<file path="src/verilog/trap_cfg.svh">
//////////////////////////////
// machine-mode trap settings, 64-bit only
// opcodes are internal codes, not ISA encodings
//////////////////////////////
`ifndef TRAP_CFG_SVH
`define TRAP_CFG_SVH

`define TRAP_XLEN          64
`define TRAP_CSR_ADDR_W    12
`define TRAP_OPCODE_W      8

// standard machine CSR addresses
`define TRAP_CSR_MSTATUS   12'h300
`define TRAP_CSR_MTVEC     12'h305
`define TRAP_CSR_MEPC      12'h341
`define TRAP_CSR_MCAUSE    12'h342

`define TRAP_OP_ECALL      8'h01
`define TRAP_OP_MRET       8'h02  // anything else with i_ena is a timer irq

`define TRAP_CAUSE_ECALL   64'd11
`define TRAP_CAUSE_MTIMER  64'h8000_0000_0000_0007

`define TRAP_MPP_M         2'b11
`define TRAP_MPP_U         2'b00
`define TRAP_CSR_RESET     {`TRAP_XLEN{1'b0}}

`endif

</file>
<file path="src/verilog/trap_pkg.sv">
//////////////////////////////
// trap path types, field layout fixed to XLEN 64
//////////////////////////////
`default_nettype none

`include "trap_cfg.svh"

package trap_pkg;

  // one single-cycle CSR access
  typedef struct packed {
    logic [`TRAP_CSR_ADDR_W-1:0] addr;
    logic                        ren;
    logic                        wen;
    logic [`TRAP_XLEN-1:0]       wdata;
  } csr_req_t;

  typedef struct packed {
    logic                  valid;
    logic [`TRAP_XLEN-1:0] target;
  } pc_redirect_t;

  typedef struct packed {
    logic [`TRAP_XLEN-14:0] upper;
    logic [1:0]             mpp;    // 12:11
    logic [2:0]             rsv_10_8;
    logic                   mpie;   // 7
    logic [2:0]             rsv_6_4;
    logic                   mie;    // 3
    logic [2:0]             rsv_2_0;
  } mstatus_fields_t;

  typedef union packed {
    logic [`TRAP_XLEN-1:0] raw;
    mstatus_fields_t       f;
  } mstatus_u;

endpackage

`default_nettype wire

</file>
<file path="src/verilog/machine_csr_file.sv">
//////////////////////////////
// mstatus/mtvec/mepc/mcause only, no privilege checks
// trap port write wins over sw port
//////////////////////////////
`timescale 1ns/100ps
`default_nettype none

`include "trap_cfg.svh"

module machine_csr_file
  import trap_pkg::*;
(
  input  logic                  clk,
  input  logic                  rst,
  input  csr_req_t              i_trap_csr,
  output logic [`TRAP_XLEN-1:0] o_trap_rdata,
  input  csr_req_t              i_sw_csr,
  output logic [`TRAP_XLEN-1:0] o_sw_rdata
);

  mstatus_u              mstatus_q;
  logic [`TRAP_XLEN-1:0] mtvec_q;
  logic [`TRAP_XLEN-1:0] mepc_q;
  logic [`TRAP_XLEN-1:0] mcause_q;

  csr_req_t              wr;
  logic                  wr_en;

  function automatic logic [`TRAP_XLEN-1:0] csr_read(
    input logic [`TRAP_CSR_ADDR_W-1:0] addr
  );
    logic [`TRAP_XLEN-1:0] data;
    case (addr)
      `TRAP_CSR_MSTATUS: data = mstatus_q.raw;
      `TRAP_CSR_MTVEC:   data = mtvec_q;
      `TRAP_CSR_MEPC:    data = mepc_q;
      `TRAP_CSR_MCAUSE:  data = mcause_q;
      default:           data = '0;  // unmapped
    endcase
    return data;
  endfunction

  // reads are same-cycle on each port
  assign o_trap_rdata = i_trap_csr.ren ? csr_read(i_trap_csr.addr) : '0;
  assign o_sw_rdata   = i_sw_csr.ren   ? csr_read(i_sw_csr.addr)   : '0;

  always_comb begin
    wr    = i_trap_csr.wen ? i_trap_csr : i_sw_csr;
    wr_en = i_trap_csr.wen | i_sw_csr.wen;
  end

  always_ff @(posedge clk) begin
    if (rst) begin
      mstatus_q.raw <= `TRAP_CSR_RESET;
      mtvec_q       <= `TRAP_CSR_RESET;
      mepc_q        <= `TRAP_CSR_RESET;
      mcause_q      <= `TRAP_CSR_RESET;
    end else if (wr_en) begin
      case (wr.addr)
        `TRAP_CSR_MSTATUS: mstatus_q.raw <= wr.wdata;
        `TRAP_CSR_MTVEC:   mtvec_q       <= wr.wdata;
        `TRAP_CSR_MEPC:    mepc_q        <= wr.wdata;
        `TRAP_CSR_MCAUSE:  mcause_q      <= wr.wdata;
        default: ;  // dropped
      endcase
    end
  end

  a_trap_port_rw: assert property (@(posedge clk) disable iff (rst)
    !(i_trap_csr.ren && i_trap_csr.wen));

  a_sw_port_rw: assert property (@(posedge clk) disable iff (rst)
    !(i_sw_csr.ren && i_sw_csr.wen));

endmodule

`default_nettype wire

</file>
<file path="src/verilog/trap_sequencer.sv">
//////////////////////////////
// runs trap entry / mret as fixed 3-cycle CSR accesses
// i_ena only seen while idle, stalls until i_ack
//////////////////////////////
`timescale 1ns/100ps
`default_nettype none

`include "trap_cfg.svh"

module trap_sequencer
  import trap_pkg::*;
(
  input  logic                      clk,
  input  logic                      rst,
  input  logic                      i_ena,
  input  logic [`TRAP_OPCODE_W-1:0] i_inst_opcode,
  input  logic [`TRAP_XLEN-1:0]     i_pc,
  input  logic                      i_ack,
  output logic                      o_req,
  output pc_redirect_t              o_redirect,
  output csr_req_t                  o_csr,
  input  logic [`TRAP_XLEN-1:0]     i_csr_rdata
);

  localparam logic [3:0] S_IDLE         = 4'd0;
  // entry: ecall or timer
  localparam logic [3:0] S_ENT_MEPC     = 4'd1;
  localparam logic [3:0] S_ENT_MCAUSE   = 4'd2;
  localparam logic [3:0] S_ENT_MTVEC    = 4'd3;
  localparam logic [3:0] S_ENT_MSTAT_RD = 4'd4;
  localparam logic [3:0] S_ENT_MSTAT_WR = 4'd5;
  // return: mret
  localparam logic [3:0] S_RET_MSTAT_RD = 4'd6;
  localparam logic [3:0] S_RET_MEPC     = 4'd7;
  localparam logic [3:0] S_RET_MSTAT_WR = 4'd8;
  localparam logic [3:0] S_WAIT_ACK     = 4'd9;

  localparam logic [1:0] STEP_REQ = 2'd0;
  localparam logic [1:0] STEP_REL = 2'd1;

  logic [3:0]                  state;
  logic [1:0]                  step;
  logic                        req_q;

  logic [`TRAP_CSR_ADDR_W-1:0] csr_addr;
  logic                        csr_ren;
  logic                        csr_wen;
  logic [`TRAP_XLEN-1:0]       csr_wdata;

  // latched with i_ena, inputs last one cycle only
  logic [`TRAP_XLEN-1:0]       pc_q;
  logic [`TRAP_XLEN-1:0]       cause_q;
  mstatus_u                    mstatus_q;
  logic [`TRAP_XLEN-1:0]       target_q;  // mtvec on entry, mepc on return

  mstatus_u                    entry_mstatus;
  mstatus_u                    return_mstatus;

  // per-state access description
  logic [`TRAP_CSR_ADDR_W-1:0] acc_addr;
  logic                        acc_wr;
  logic [`TRAP_XLEN-1:0]       acc_wdata;
  logic [3:0]                  acc_next;

  always_comb begin
    entry_mstatus        = mstatus_q;
    entry_mstatus.f.mpp  = `TRAP_MPP_M;
    entry_mstatus.f.mpie = mstatus_q.f.mie;
    entry_mstatus.f.mie  = 1'b0;

    return_mstatus        = mstatus_q;
    return_mstatus.f.mpp  = `TRAP_MPP_U;
    return_mstatus.f.mie  = mstatus_q.f.mpie;
    return_mstatus.f.mpie = 1'b1;
  end

  always_comb begin
    acc_addr  = `TRAP_CSR_MSTATUS;
    acc_wr    = 1'b0;
    acc_wdata = '0;
    acc_next  = S_IDLE;
    case (state)
      S_ENT_MEPC: begin
        acc_addr  = `TRAP_CSR_MEPC;
        acc_wr    = 1'b1;
        acc_wdata = pc_q;
        acc_next  = S_ENT_MCAUSE;
      end
      S_ENT_MCAUSE: begin
        acc_addr  = `TRAP_CSR_MCAUSE;
        acc_wr    = 1'b1;
        acc_wdata = cause_q;
        acc_next  = S_ENT_MTVEC;
      end
      S_ENT_MTVEC: begin
        acc_addr = `TRAP_CSR_MTVEC;
        acc_next = S_ENT_MSTAT_RD;
      end
      S_ENT_MSTAT_RD: acc_next = S_ENT_MSTAT_WR;
      S_ENT_MSTAT_WR: begin
        acc_wr    = 1'b1;
        acc_wdata = entry_mstatus.raw;
        acc_next  = S_WAIT_ACK;
      end
      S_RET_MSTAT_RD: acc_next = S_RET_MEPC;
      S_RET_MEPC: begin
        acc_addr = `TRAP_CSR_MEPC;
        acc_next = S_RET_MSTAT_WR;
      end
      S_RET_MSTAT_WR: begin
        acc_wr    = 1'b1;
        acc_wdata = return_mstatus.raw;
        acc_next  = S_WAIT_ACK;
      end
      default: acc_next = S_IDLE;
    endcase
  end

  // control
  always_ff @(posedge clk) begin
    if (rst) begin
      state   <= S_IDLE;
      step    <= STEP_REQ;
      req_q   <= 1'b0;
      csr_ren <= 1'b0;
      csr_wen <= 1'b0;
    end else begin
      case (state)
        S_IDLE: begin
          if (i_ena) begin
            state <= (i_inst_opcode == `TRAP_OP_MRET) ? S_RET_MSTAT_RD : S_ENT_MEPC;
            step  <= STEP_REQ;
          end
        end
        S_WAIT_ACK: begin
          if (i_ack) begin  // handshake done
            req_q <= 1'b0;
            state <= S_IDLE;
          end
        end
        default: begin
          case (step)
            STEP_REQ: begin
              csr_ren <= ~acc_wr;
              csr_wen <= acc_wr;
              step    <= STEP_REL;
            end
            STEP_REL: begin
              csr_ren <= 1'b0;
              csr_wen <= 1'b0;
              step    <= 2'd2;
            end
            default: begin
              step  <= STEP_REQ;
              state <= acc_next;
              if (acc_next == S_WAIT_ACK) req_q <= 1'b1;
            end
          endcase
        end
      endcase
    end
  end

  // payload
  always_ff @(posedge clk) begin
    if (state == S_IDLE && i_ena) begin
      pc_q    <= i_pc;
      cause_q <= (i_inst_opcode == `TRAP_OP_ECALL) ? `TRAP_CAUSE_ECALL : `TRAP_CAUSE_MTIMER;
    end
    if (step == STEP_REQ) begin
      csr_addr  <= acc_addr;
      csr_wdata <= acc_wdata;
    end
    if (step == STEP_REL && csr_ren) begin
      if (csr_addr == `TRAP_CSR_MSTATUS) mstatus_q.raw <= i_csr_rdata;
      else                               target_q      <= i_csr_rdata;
    end
  end

  always_comb begin
    o_csr.addr  = csr_addr;
    o_csr.ren   = csr_ren;
    o_csr.wen   = csr_wen;
    o_csr.wdata = csr_wdata;
  end

  assign o_req             = req_q;
  assign o_redirect.valid  = req_q;
  assign o_redirect.target = target_q;

  a_no_rw_overlap: assert property (@(posedge clk) disable iff (rst)
    !(o_csr.ren && o_csr.wen));

  // request and jump target held until the pipeline takes them
  a_req_held: assert property (@(posedge clk) disable iff (rst)
    (o_req && !i_ack) |=> (o_req && $stable(o_redirect)));

endmodule

`default_nettype wire

</file>
<file path="src/verilog/trap_unit_top.sv">
//////////////////////////////
// trap unit, sequencer plus machine CSRs
//////////////////////////////
`timescale 1ns/100ps
`default_nettype none

`include "trap_cfg.svh"

module trap_unit_top
  import trap_pkg::*;
(
  input  logic                      clk,
  input  logic                      rst,
  input  logic                      i_ena,
  input  logic [`TRAP_OPCODE_W-1:0] i_inst_opcode,
  input  logic [`TRAP_XLEN-1:0]     i_pc,
  input  logic                      i_ack,
  output logic                      o_req,
  output pc_redirect_t              o_redirect,
  input  csr_req_t                  i_sw_csr,
  output logic [`TRAP_XLEN-1:0]     o_sw_rdata
);

  csr_req_t              trap_csr;
  logic [`TRAP_XLEN-1:0] trap_rdata;

  trap_sequencer u_seq (
    .clk           (clk),
    .rst           (rst),
    .i_ena         (i_ena),
    .i_inst_opcode (i_inst_opcode),
    .i_pc          (i_pc),
    .i_ack         (i_ack),
    .o_req         (o_req),
    .o_redirect    (o_redirect),
    .o_csr         (trap_csr),
    .i_csr_rdata   (trap_rdata)
  );

  machine_csr_file u_csr (
    .clk          (clk),
    .rst          (rst),
    .i_trap_csr   (trap_csr),
    .o_trap_rdata (trap_rdata),
    .i_sw_csr     (i_sw_csr),
    .o_sw_rdata   (o_sw_rdata)
  );

endmodule

`default_nettype wire

</file>
<file path="config.mk">
export PLATFORM = sky130hd
export DESIGN_NAME = trap_unit_top
export DESIGN_NICKNAME = d
export VERILOG_FILES = /design/src/verilog/trap_pkg.sv /design/src/verilog/machine_csr_file.sv /design/src/verilog/trap_sequencer.sv /design/src/verilog/trap_unit_top.sv
export VERILOG_INCLUDE_DIRS = /design/src /design/src/verilog
export SDC_FILE = /design/constraint.sdc
export NUM_CORES = 1
export LEC_CHECK = 0
export ABC_AREA = 1
export BUFFER_PORTS_ARGS = -buffer_cell sky130_fd_sc_hd__buf_2
export CORE_ASPECT_RATIO = 0.5
export CORE_MARGIN = 2
export CORE_UTILIZATION = 51
export DETAILED_ROUTE_END_ITERATION = 8
export MAX_ROUTING_LAYER = met4
export PLACE_DENSITY = 0.69
export SLEW_MARGIN = 30
export SYNTH_ARGS = -nofsm -noshare
export SYNTH_HDL_FRONTEND = slang
export SYNTH_SLANG_ARGS = --single-unit
</file>
<file path="constraint.sdc">
create_clock -name clk -period 16.55 [get_ports clk]
set_input_delay 0.8275 -clock clk [delete_from_list [all_inputs] [get_ports clk]]
set_output_delay 0.8275 -clock clk [all_outputs]
set_load 0.02 [all_outputs]
</file>
==> results of run 1 <==
[registers in the layout, summed over array words and instances (netlist names), 2 cells and up]
| name | cells |
|---|---|
| u_seq.csr_addr | 4 |
| u_seq.state | 4 |
| u_seq.csr_wdata | 64 |
| u_seq.target_q | 64 |
| u_seq.cause_q | 2 |
| u_seq.pc_q | 64 |
| u_seq.mstatus_q | 62 |
| u_csr.mcause_q | 64 |
| u_csr.mtvec_q | 64 |
| u_csr.mepc_q | 64 |
| u_csr.mstatus_q | 64 |
| u_seq.step | 2 |
[per-layer routing]
metal	up-vias	GRT usage, %	wire, um
met2	1226	50.58	37010
met4	0	8.355	2137
li1	10290	-	-
met3	192	4.962	7945
met5	-	-	0
met1	10770	41.92	31730
[how the worst max path moves through the flow]
stage | from | endpoint | slack, ns
after floorplan | u_seq.csr_addr[1] | u_seq.target_q[0] | 10.88
after global placement | i_sw_csr[77] | o_sw_rdata[31] | 12.06
after detailed placement | i_sw_csr[70] | o_sw_rdata[0] | 12.27
after CTS | i_sw_csr[70] | o_sw_rdata[0] | 12.26
after global routing | i_sw_csr[70] | o_sw_rdata[21] | 12.06
final | i_sw_csr[70] | o_sw_rdata[10] | 12.16
[placed cells by master (no fill, tap or decap), drive strengths merged]
cell,synthesis,layout
a22oi,1,1
nand2,623,623
clkinvlp,0,1
nor3,6,6
buf,146,325
nand4,65,65
a22o,56,56
nor2,689,689
nand3b,1,1
o21ai,10,10
clkinv,2,19
o21a,1,1
or2,2,2
dfxtp,265,265
mux2i,64,64
a21oi,6,6
nand3,562,562
clkbuf,89,64
bufinv,0,7
inv,42,43
edfxtp,260,260
and2,2,2
a41oi,64,64
[power by group through the flow]
| stage | Clock (mW) | Sequential, mW | Combinational [mW] |
|---|---|---|---|
| floorplan | 0 | 1.63 | 0.531 |
| global placement | 0 | 1.62 | 0.815 |
| detailed placement | 0 | 1.62 | 0.829 |
| CTS | 1.22 | 1.60 | 0.830 |
| global route | 1.27 | 1.61 | 0.904 |
| finish | 1.21 | 1.60 | 0.864 |
[cell usage after synthesis, drive strengths merged]
master	number
a21oi	6
a22o	56
a22oi	1
a41oi	64
and2	2
buf	146
clkbuf	89
clkinv	2
dfxtp	265
edfxtp	260
inv	42
mux2i	64
nand2	623
nand3	562
nand3b	1
nand4	65
nor2	689
nor3	6
o21a	1
o21ai	10
or2	2
[cell type report]
cell class                 instances  area share, %
clock buffer                      64          4.986
inverter                          44         0.6525
clock inverter                    26          1.098
sequential                       525          47.17
timing repair buffer             325          6.530
multi-input combinational       2152          36.69
tap                              638          2.871
[kinds of logic (layout without fill, tap and decap cells)]
group	after synthesis	in the layout	share of synthesized area [%]
buffers and inverters	279	459	5.513
muxes	64	64	2.606
and+or+nand+nor	1950	1950	33.82
DFF	525	525	53.35
AOI/OAI and AO/OA	138	138	4.709
[metrics by stage]
| stage | std cells | worst slack (ns) |
|---|---|---|
| detailed placement | 3683 | 12.27 |
| global placement | 3680 | 12.06 |
| CTS | 3773 | 12.26 |
| finish | 3774 | 12.16 |
| global route | 3774 | 12.06 |
| floorplan | 2956 | 10.88 |
[critical path, delay by kind of cell]
family,cells,cell delay [ns]
buffers and inverters,5,1.65
AND/OR/NAND/NOR,8,1.04
==> results.txt, run 1 <==
IR drop worst, VDD - 109.7 uV
status - finished, final reports clean
GP Congestion - 0.9142
final net count - 3250
WHS Endpoint - u_seq.pc_q[31]
CTS Root Cell - clkbuf_16
reg2reg start - u_seq.csr_wen
Most Frequent Cell on Critical Path - nand2_1
diodes inserted - 0
share of layout cells above drive strength 1 - 14.19%
CP startpoint kind - input port
share of the yosys chip area belonging to registers - 53.35%
Crit Path Category - input port to output port
CTS Buf Count - 48
Row Count - 56
routed wire length - 78820 um
WP data arrival - 3.56 ns
dpl cell area - 26090 um^2
Synth Area per Inst - 8.315 um^2
post-layout instance area - 27800 um^2
# DRC - 0
die area - 50070 um^2
CTS clk-pin slew, worst paths - 0.07 ns
chip width - 314.5 um
minimum clock period - 4.388 ns
WP data required - 15.72 ns
Final Hold Vio Count - 0
Setup TNS - 0 ns
vias in the first global route - 21120
Final Max Slew Viols - 0
Max Buffers Root-to-Sink - 3
final setup fails - 0
Starting Density - 52.05%
final period utilization - 26.51%
num ports - 284
core area - 47230 um^2
drt wl/cell - 20.88 um
port bufs - 283
Area Growth Syn to Fin - 13.12%
hold path cells - 1
Worst path max stage delay - 0.79 ns
post-CTS setup buffer count - 0
post-synth top area cell - edfxtp_1
Sw Share - 34.06%
crit path cell chain - buf_2, nor2_1, nand2_1, clkinv_1, buf_4, nand2_1, nor2_4, buf_4, nand2_1, nand2_1, nor2_1, nor2_1, buf_2
Synth area leaders - edfxtp_1, dfxtp_1, nand3_1
critical path capture point type - output port
hold_ws - 0.4111 ns
reg2reg path depth - 9
Cell variety after synth - 33
htree depth - 2
fillcell total - 4237
final core occ - 58.88%
YS warnings - 0
final antenna-violating net count - 0
Sequential Area - 13120 um^2
Hold Buf Count CTS - 0
Clock Sinks - 525
largest net degree at the start of global routing - 152
top cell type's share of synthesized area - 31.77%
post-DP HPWL - 44340 um
Vias/cell - 5.956
Worst Hold Class - input port to flip-flop
synthesis-stage register bit count - 525
worst-path maximum fanout - 64
reg-to-reg critical path endpoint - u_csr.mcause_q[39]
Comb pwr share - 23.5%
slowest CP cell - buf_4
power per cell area - 132.0 nW/um^2
max frequency - 227.9 MHz
routed vias - 22480
multi-input logic area - 10200 um^2
Int Power - 2.420 mW
Worst Hold Launch - i_pc[31]
Psw - 1.250 mW
Clk network pwr share - 32.9%
initial antenna violation count - 0
Worst slew margin - 30.15%
CTS tree - built
first-pass GRT wire length - 121400 um
P_leak - 10.60 nW
syn_nets - 3110
die height - 159.2 um
gr usage total - 31.58%
post-CTS sizing - 0
first-pass iteration count of the detailed router - 6
worst skew pair latency - 0.59 ns
Overflow after GRT - 0
total power - 3.670 mW
max-cap violation count - 0
R2R setup slack - 12.47 ns
synthesized area - 24580 um^2
Worst-Margin Slew - 1.048 ns
Initial DRC Count - 2733
Reg power frac - 43.5%
Synth Instances - 2956
Worst Skew - 0.01484 ns
RSZ-0062 raised after global routing - false
Note: power is estimated with default switching activity, not from simulation.
==> inputs of run 2 (changes only) <==
--- a/config.mk
+++ b/config.mk
@@ -6,7 +6,7 @@
 export SDC_FILE = /design/constraint.sdc
 export NUM_CORES = 1
 export LEC_CHECK = 0
-export ABC_AREA = 1
+export ABC_AREA = 0
 export BUFFER_PORTS_ARGS = -buffer_cell sky130_fd_sc_hd__buf_2
 export CORE_ASPECT_RATIO = 0.5
 export CORE_MARGIN = 2
==> constraint.sdc (replaced) <==
create_clock -name clk -period 4.2 [get_ports clk]
set_input_delay 0.21 -clock clk [delete_from_list [all_inputs] [get_ports clk]]
set_output_delay 0.21 -clock clk [all_outputs]
set_load 0.02 [all_outputs]
==> run 2 against run 1 <==
Compared with the run above:
- non-clock buffer count up 74
- largest cell class unchanged
- wire length decreased by 13%
- sequential power rose to 4.1 times the previous value
- register-to-register slack worse by 11 ns
- final area is 0.73% lower
- flip-flop and latch count unchanged
- worst setup slack got worse by 11 ns
- highest routed layer unchanged
- worst hold slack lost 0.38 ns
- clock power grew to 4.0 times the previous value
- critical path type is now flip-flop to flip-flop
==> results.txt, run 2 <==
status - finished, final reports clean
CTS clk-pin slew, worst paths - 0.07 ns
final period utilization - 69.81%
Psw - 4.127 mW
final net count - 2414
post-synth top area cell - edfxtp_1
syn_nets - 2154
Crit Path Category - flip-flop to flip-flop
commonest non-fill, non-tap cell in the layout - buf_2
buffers plus inverters on the worst setup path - 1
num ports - 284
drt wl/cell - 23.58 um
RSZ-0062 raised after global routing - false
Vias/cell - 6.167
share of layout cells above drive strength 1 - 22.24%
Initial DRC Count - 1991
Final Hold Vio Count - 0
final setup fails - 0
Synth area leaders - edfxtp_1, dfxtp_1, mux2i_1
initial antenna violation count - 2
Worst slew margin - 32.71%
htree depth - 2
Final Max Slew Viols - 0
CTS Root Cell - clkbuf_16
P_leak - 10.04 nW
power per cell area - 505.5 nW/um^2
Clk network pwr share - 34.5%
Synth Area per Inst - 11.65 um^2
synthesis-stage register bit count - 525
Worst path max stage delay - 0.97 ns
crit path cell chain - nand3b_1, a22oi_2, buf_4, a21oi_1, a211oi_1
Comb pwr share - 19.0%
post-CTS sizing - 0
Max Buffers Root-to-Sink - 3
Primary FF master, synth - dfxtp_1
Row Count - 55
first-pass iteration count of the detailed router - 6
max frequency - 341.0 MHz
Cell variety after synth - 54
CTS Buf Count - 47
Synth Instances - 2000
Hold Buf Count CTS - 66
post-CTS setup buffer count - 0
total power - 13.95 mW
synthesized area - 23310 um^2
CP startpoint kind - flip-flop
slowest CP cell - dfxtp_4
CTS tree - built
worst-path maximum fanout - 64
die height - 155.2 um
chip width - 306.3 um
first-pass GRT wire length - 102800 um
Area Growth Syn to Fin - 18.43%
Clock Sinks - 525
Reg power frac - 46.5%
WP data arrival - 3.41 ns
most frequent cells in the layout - buf_2, dfxtp_1, edfxtp_1
GP Congestion - 0.8382
Overflow after GRT - 0
top cell type's share of synthesized area - 33.50%
max-cap violation count - 0
Worst Skew - 0.01548 ns
vias in the first global route - 17480
dpl cell area - 25220 um^2
IR drop worst, VDD - 331.7 uV
die area - 47530 um^2
WP data required - 4.68 ns
core area - 45140 um^2
most frequent cell after synthesis - dfxtp_1
gr usage total - 28.61%
Worst Hold Class - input port to flip-flop
critical path's top delay family - flip-flops
Worst-Margin Slew - 1.009 ns
Int Power - 9.827 mW
# DRC - 0
worst skew pair latency - 0.57 ns
port bufs - 283
critical path capture point type - flip-flop
Setup TNS - 0 ns
largest net degree at the start of global routing - 146
routed wire length - 68320 um
hold_ws - 0.02863 ns
share of the yosys chip area belonging to registers - 56.26%
Sw Share - 29.58%
routed vias - 17870
Post-synth EDFFs - 260
final antenna-violating net count - 0
Post-synth top cells - dfxtp_1, edfxtp_1, mux2i_1
post-DP HPWL - 39650 um
Starting Density - 51.63%
YS warnings - 0
minimum clock period - 2.932 ns
Async S/R FF share, synth - 0%
post-layout instance area - 27600 um^2
==> run 2: changes by cell type in the layout (fill, tap and decap cells not counted), moves of 65 or more <==
| cell | change |
|---|---|
| a211oi_1 | +65 |
| a22oi_1 | +181 |
| nand2_1 | -556 |
| dlygate4sd3_1 | +66 |
| a21oi_1 | +197 |
| mux2i_1 | +193 |
| nand2b_1 | +198 |
| nor2_1 | -658 |
| nand3_1 | -545 |
==> run 2: worst register-to-register path, delay by kind of cell (launching register included) <==
| kind | cells | cell delay [ns] |
|---|---|---|
| AOI/OAI and AO/OA | 3 | 0.74 |
| buffers and inverters | 1 | 0.80 |
| DFF | 1 | 0.97 |
| and+or+nand+nor | 1 | 0.33 |
==> run 2: logic make-up after synthesis <==
group / count (synthesis) / synth area share [%]
buffers and inverters: 193 / 3.801
AOI/OAI and AO/OA: 613 / 18.31
and+or+nand+nor: 408 / 10.43
muxes: 258 / 11.09
DFF: 525 / 56.26
xor gates and xnor gates: 3 / 0.1128
==> run 2: per-stage QoR <==
step	utilization, %	instances	setup slack [ns]
after global placement	55.78	2740	1.430
final	61.14	2898	1.268
after global routing	61.14	2898	1.124
after floorplan	-	2000	0.1493
after CTS	61.09	2895	1.294
after detailed placement	55.86	2742	1.303
==> run 2: final timing paths <==
kind	from	endpoint	slack (ns)	depth (start not counted)
max	u_seq.csr_wen	u_csr.mepc_q[33]	1.27	5
min	i_ack	u_seq.o_req	0.03	4
max reg2reg	u_seq.csr_wen	u_csr.mepc_q[33]	1.27	5
min reg2reg	u_csr.mtvec_q[7]	u_csr.mtvec_q[7]	0.49	2
==> run 2: final cells by class <==
class,count,area (um^2)
antenna,2,5.005
clock buffer,52,1237
clock inverter,35,459.2
fill,3655,17540
inverter,5,18.77
multi-input combinational,1282,9483
sequential,525,13120
tap,598,748.2
timing repair buffer,399,2534
==> run 2: power groups by stage <==
stage,clock [mW],sequential (mW),combinational (mW)
5_1_grt,5.07,6.55,2.79
2_1_floorplan,0,6.50,1.63
6_report,4.82,6.49,2.64
3_3_place_gp,0,6.59,2.48
3_5_place_dp,0,6.60,2.55
4_1_cts,4.89,6.49,2.61
==> run 2: per-layer routing <==
layer	wire (um)	part of all wire, %	vias to the layer above	global-route usage [%]
li1	-	-	8079	-
met1	29130	43	8876	37.98
met2	32640	48	795	46.50
met3	4979	7.3	123	3.964
met4	1569	2.3	0	7.610
met5	0	0	-	-
==> inputs of run 3 (changes only) <==
--- a/config.mk
+++ b/config.mk
@@ -13,7 +13,7 @@
 export CORE_UTILIZATION = 51
 export DETAILED_ROUTE_END_ITERATION = 8
 export MAX_ROUTING_LAYER = met4
-export PLACE_DENSITY = 0.69
+export PLACE_DENSITY = 0.72
 export SLEW_MARGIN = 30
 export SYNTH_ARGS = -nofsm -noshare
 export SYNTH_HDL_FRONTEND = slang
==> constraint.sdc (replaced) <==
create_clock -name clk -period 2.6 [get_ports clk]
set_input_delay 0.13 -clock clk [delete_from_list [all_inputs] [get_ports clk]]
set_output_delay 0.13 -clock clk [all_outputs]
set_load 0.02 [all_outputs]
==> run 3 against run 2 <==
Compared with the run above:
- the run now ends with negative hold slack left
- combinational power is 73% higher
- worst hold slack worse by 0.039 ns
- wire length is 1.6% lower
- register-to-register slack worse by 1.0 ns
- sequential power is 60% higher
- worst setup slack worse by 1.0 ns
- flip-flop and latch count stayed put
==> results.txt, run 3 (synthesis results as in run 2) <==
status - finished with violations
failing checks - negative hold slack
# DRC - 0
most frequent cells in the layout - buf_2, dfxtp_1, edfxtp_1
met3 Use GR - 3.841%
drt wl/cell - 22.85 um
Worst Hold Class - input port to flip-flop
reg2reg start - u_seq.csr_addr[2]
first-pass iteration count of the detailed router - 6
commonest non-fill, non-tap cell in the layout - buf_2
P_leak - 10.28 nW
max-cap violation count - 0
share of layout cells above drive strength 1 - 21.97%
final net count - 2460
GRT busiest layer - met2
RSZ-0062 raised after global routing - false
fillcell total - 3547
routed vias - 18140
crit path cell chain - nor4bb_4, buf_12, a22oi_1, a21oi_1
Area Growth Syn to Fin - 21.00%
power per cell area - 780.8 nW/um^2
Max Buffers Root-to-Sink - 3
worst-path maximum fanout - 38
Sequential Area - 13120 um^2
Starting Density - 51.63%
met1 Resource Use GR - 37.28%
Worst slew margin - 57.02%
WP data required - 2.89 ns
max frequency - 428.8 MHz
GP Congestion - 0.8426
die height - 155.2 um
htree depth - 2
CTS Buf Count - 47
WHS Endpoint - u_csr.mepc_q[2]
port bufs - 283
reg2reg path depth - 4
num ports - 284
post-DP HPWL - 40330 um
critical path capture point type - flip-flop
largest net degree at the start of global routing - 84
CTS tree - built
final period utilization - 89.70%
reg-to-reg critical path endpoint - u_seq.target_q[45]
initial antenna violation count - 0
Final Max Slew Viols - 0
WP data arrival - 2.62 ns
final antenna-violating net count - 0
Worst path max stage delay - 0.65 ns
Initial DRC Count - 1835
Clock Sinks - 525
IR drop worst, VDD - 707.0 uV
hold_ws - -0.01053 ns
Crit Path Category - flip-flop to flip-flop
chip width - 306.3 um
hold path cells - 3
post-CTS setup buffer count - 0
Final Hold Vio Count - 1
first-pass GRT wire length - 102700 um
post-CTS sizing - 0
Setup WS pre-CTS - 0.3286 ns
routed wire length - 67220 um
vias in the first global route - 17940
CTS clk-pin slew, worst paths - 0.07 ns
gr usage total - 28.29%
Overflow after GRT - 0
Row Count - 55
GR Util met2 - 45.66%
minimum clock period - 2.332 ns
worst skew pair latency - 0.57 ns
core area - 45140 um^2
die area - 47530 um^2
Worst Skew - 0.01976 ns
final setup margin - 0.2677 ns
Vias/cell - 6.167
slowest CP cell - edfxtp_1
diodes inserted - 0
final setup fails - 0
multi-input logic area - 9492 um^2
CTS Root Cell - clkbuf_16
R2R setup slack - 0.27 ns
Worst-Margin Slew - 0.6446 ns
CP startpoint kind - flip-flop
Worst Hold Launch - i_sw_csr[2]
## run 3: cell types whose count changed in the layout (fill, tap and decap cells not counted), sizes merged
cell	delta
buf	+11
bufinv	-7
clkbuf	+10
clkinv	-1
clkinvlp	-3
diode	-2
dlygate4sd3	+35
inv	+1
## run 3: per-layer routing
layer,share of wire [%],vias up
met3,7.8,132
met4,2.8,0
li1,-,8173
met1,42,8986
met2,47,851
met5,0,-
## run 3: per-stage QoR
| stage | cell area (um^2) | power (mW) | util [%] | TNS [ns] | std cells |
|---|---|---|---|---|---|
| 2_1_floorplan | 23370 | 13.16 | - | -52.65 | 2000 |
| 3_3_place_gp | 25660 | 14.83 | 56.83 | 0 | 2754 |
| 3_5_place_dp | 25660 | 14.93 | 56.83 | 0 | 2754 |
| 4_1_cts | 28200 | 22.05 | 62.47 | 0 | 2942 |
| 5_1_grt | 28200 | 22.77 | 62.47 | 0 | 2942 |
| 6_report | 28200 | 22.02 | 62.47 | 0 | 2942 |
## run 3: worst max-delay path by stage
stage                                 start            endpoint  slack, ns  cells past startpoint
after detailed placement       i_sw_csr[69]      o_sw_rdata[42]       0.33                      7
final                     u_seq.csr_addr[2]  u_seq.target_q[45]       0.27                      4
after global routing      u_seq.csr_addr[2]  u_seq.target_q[45]       0.21                      4
after global placement         i_sw_csr[69]      o_sw_rdata[46]       0.33                      7
after floorplan           u_seq.csr_addr[0]  u_seq.mstatus_q[0]      -0.64                      4
after CTS                      i_sw_csr[69]      o_sw_rdata[42]       0.32                      7
## run 3: cell type report
cell class	count	area share, %
Sequential cell	525	46.51
Inverter	5	0.06655
Tap cell	598	2.653
Clock inverter	25	0.8119
Timing Repair Buffer	445	11.67
Clock buffer	62	4.628
Multi-Input combinational cell	1282	33.66
## run 3: critical path, delay by kind of cell, from the launching register on
kind,cells,cell delay [ns]
buffers and inverters,1,0.29
AOI/OAI and AO/OA,2,0.55
and+or+nand+nor,1,0.51
DFF,1,0.65
## run 3: timing repair
action / 4_1_cts / 5_1_grt
endpoints found under the setup margin: 0 / 0
hold buffers: 101 / 0
hold endpoints to repair: 101 / 0
## run 3: where the power goes
| part | internal [mW] | total [mW] | switching [mW] | leakage [nW] |
|---|---|---|---|---|
| Combinational | 1.63 | 4.57 | 2.94 | 4.80 |
| Clock | 3.94 | 7.07 | 3.13 | 0.751 |
| Sequential | 9.90 | 10.4 | 0.482 | 4.72 |
| Total | 15.5 | 22.0 | 6.54 | 10.3 |
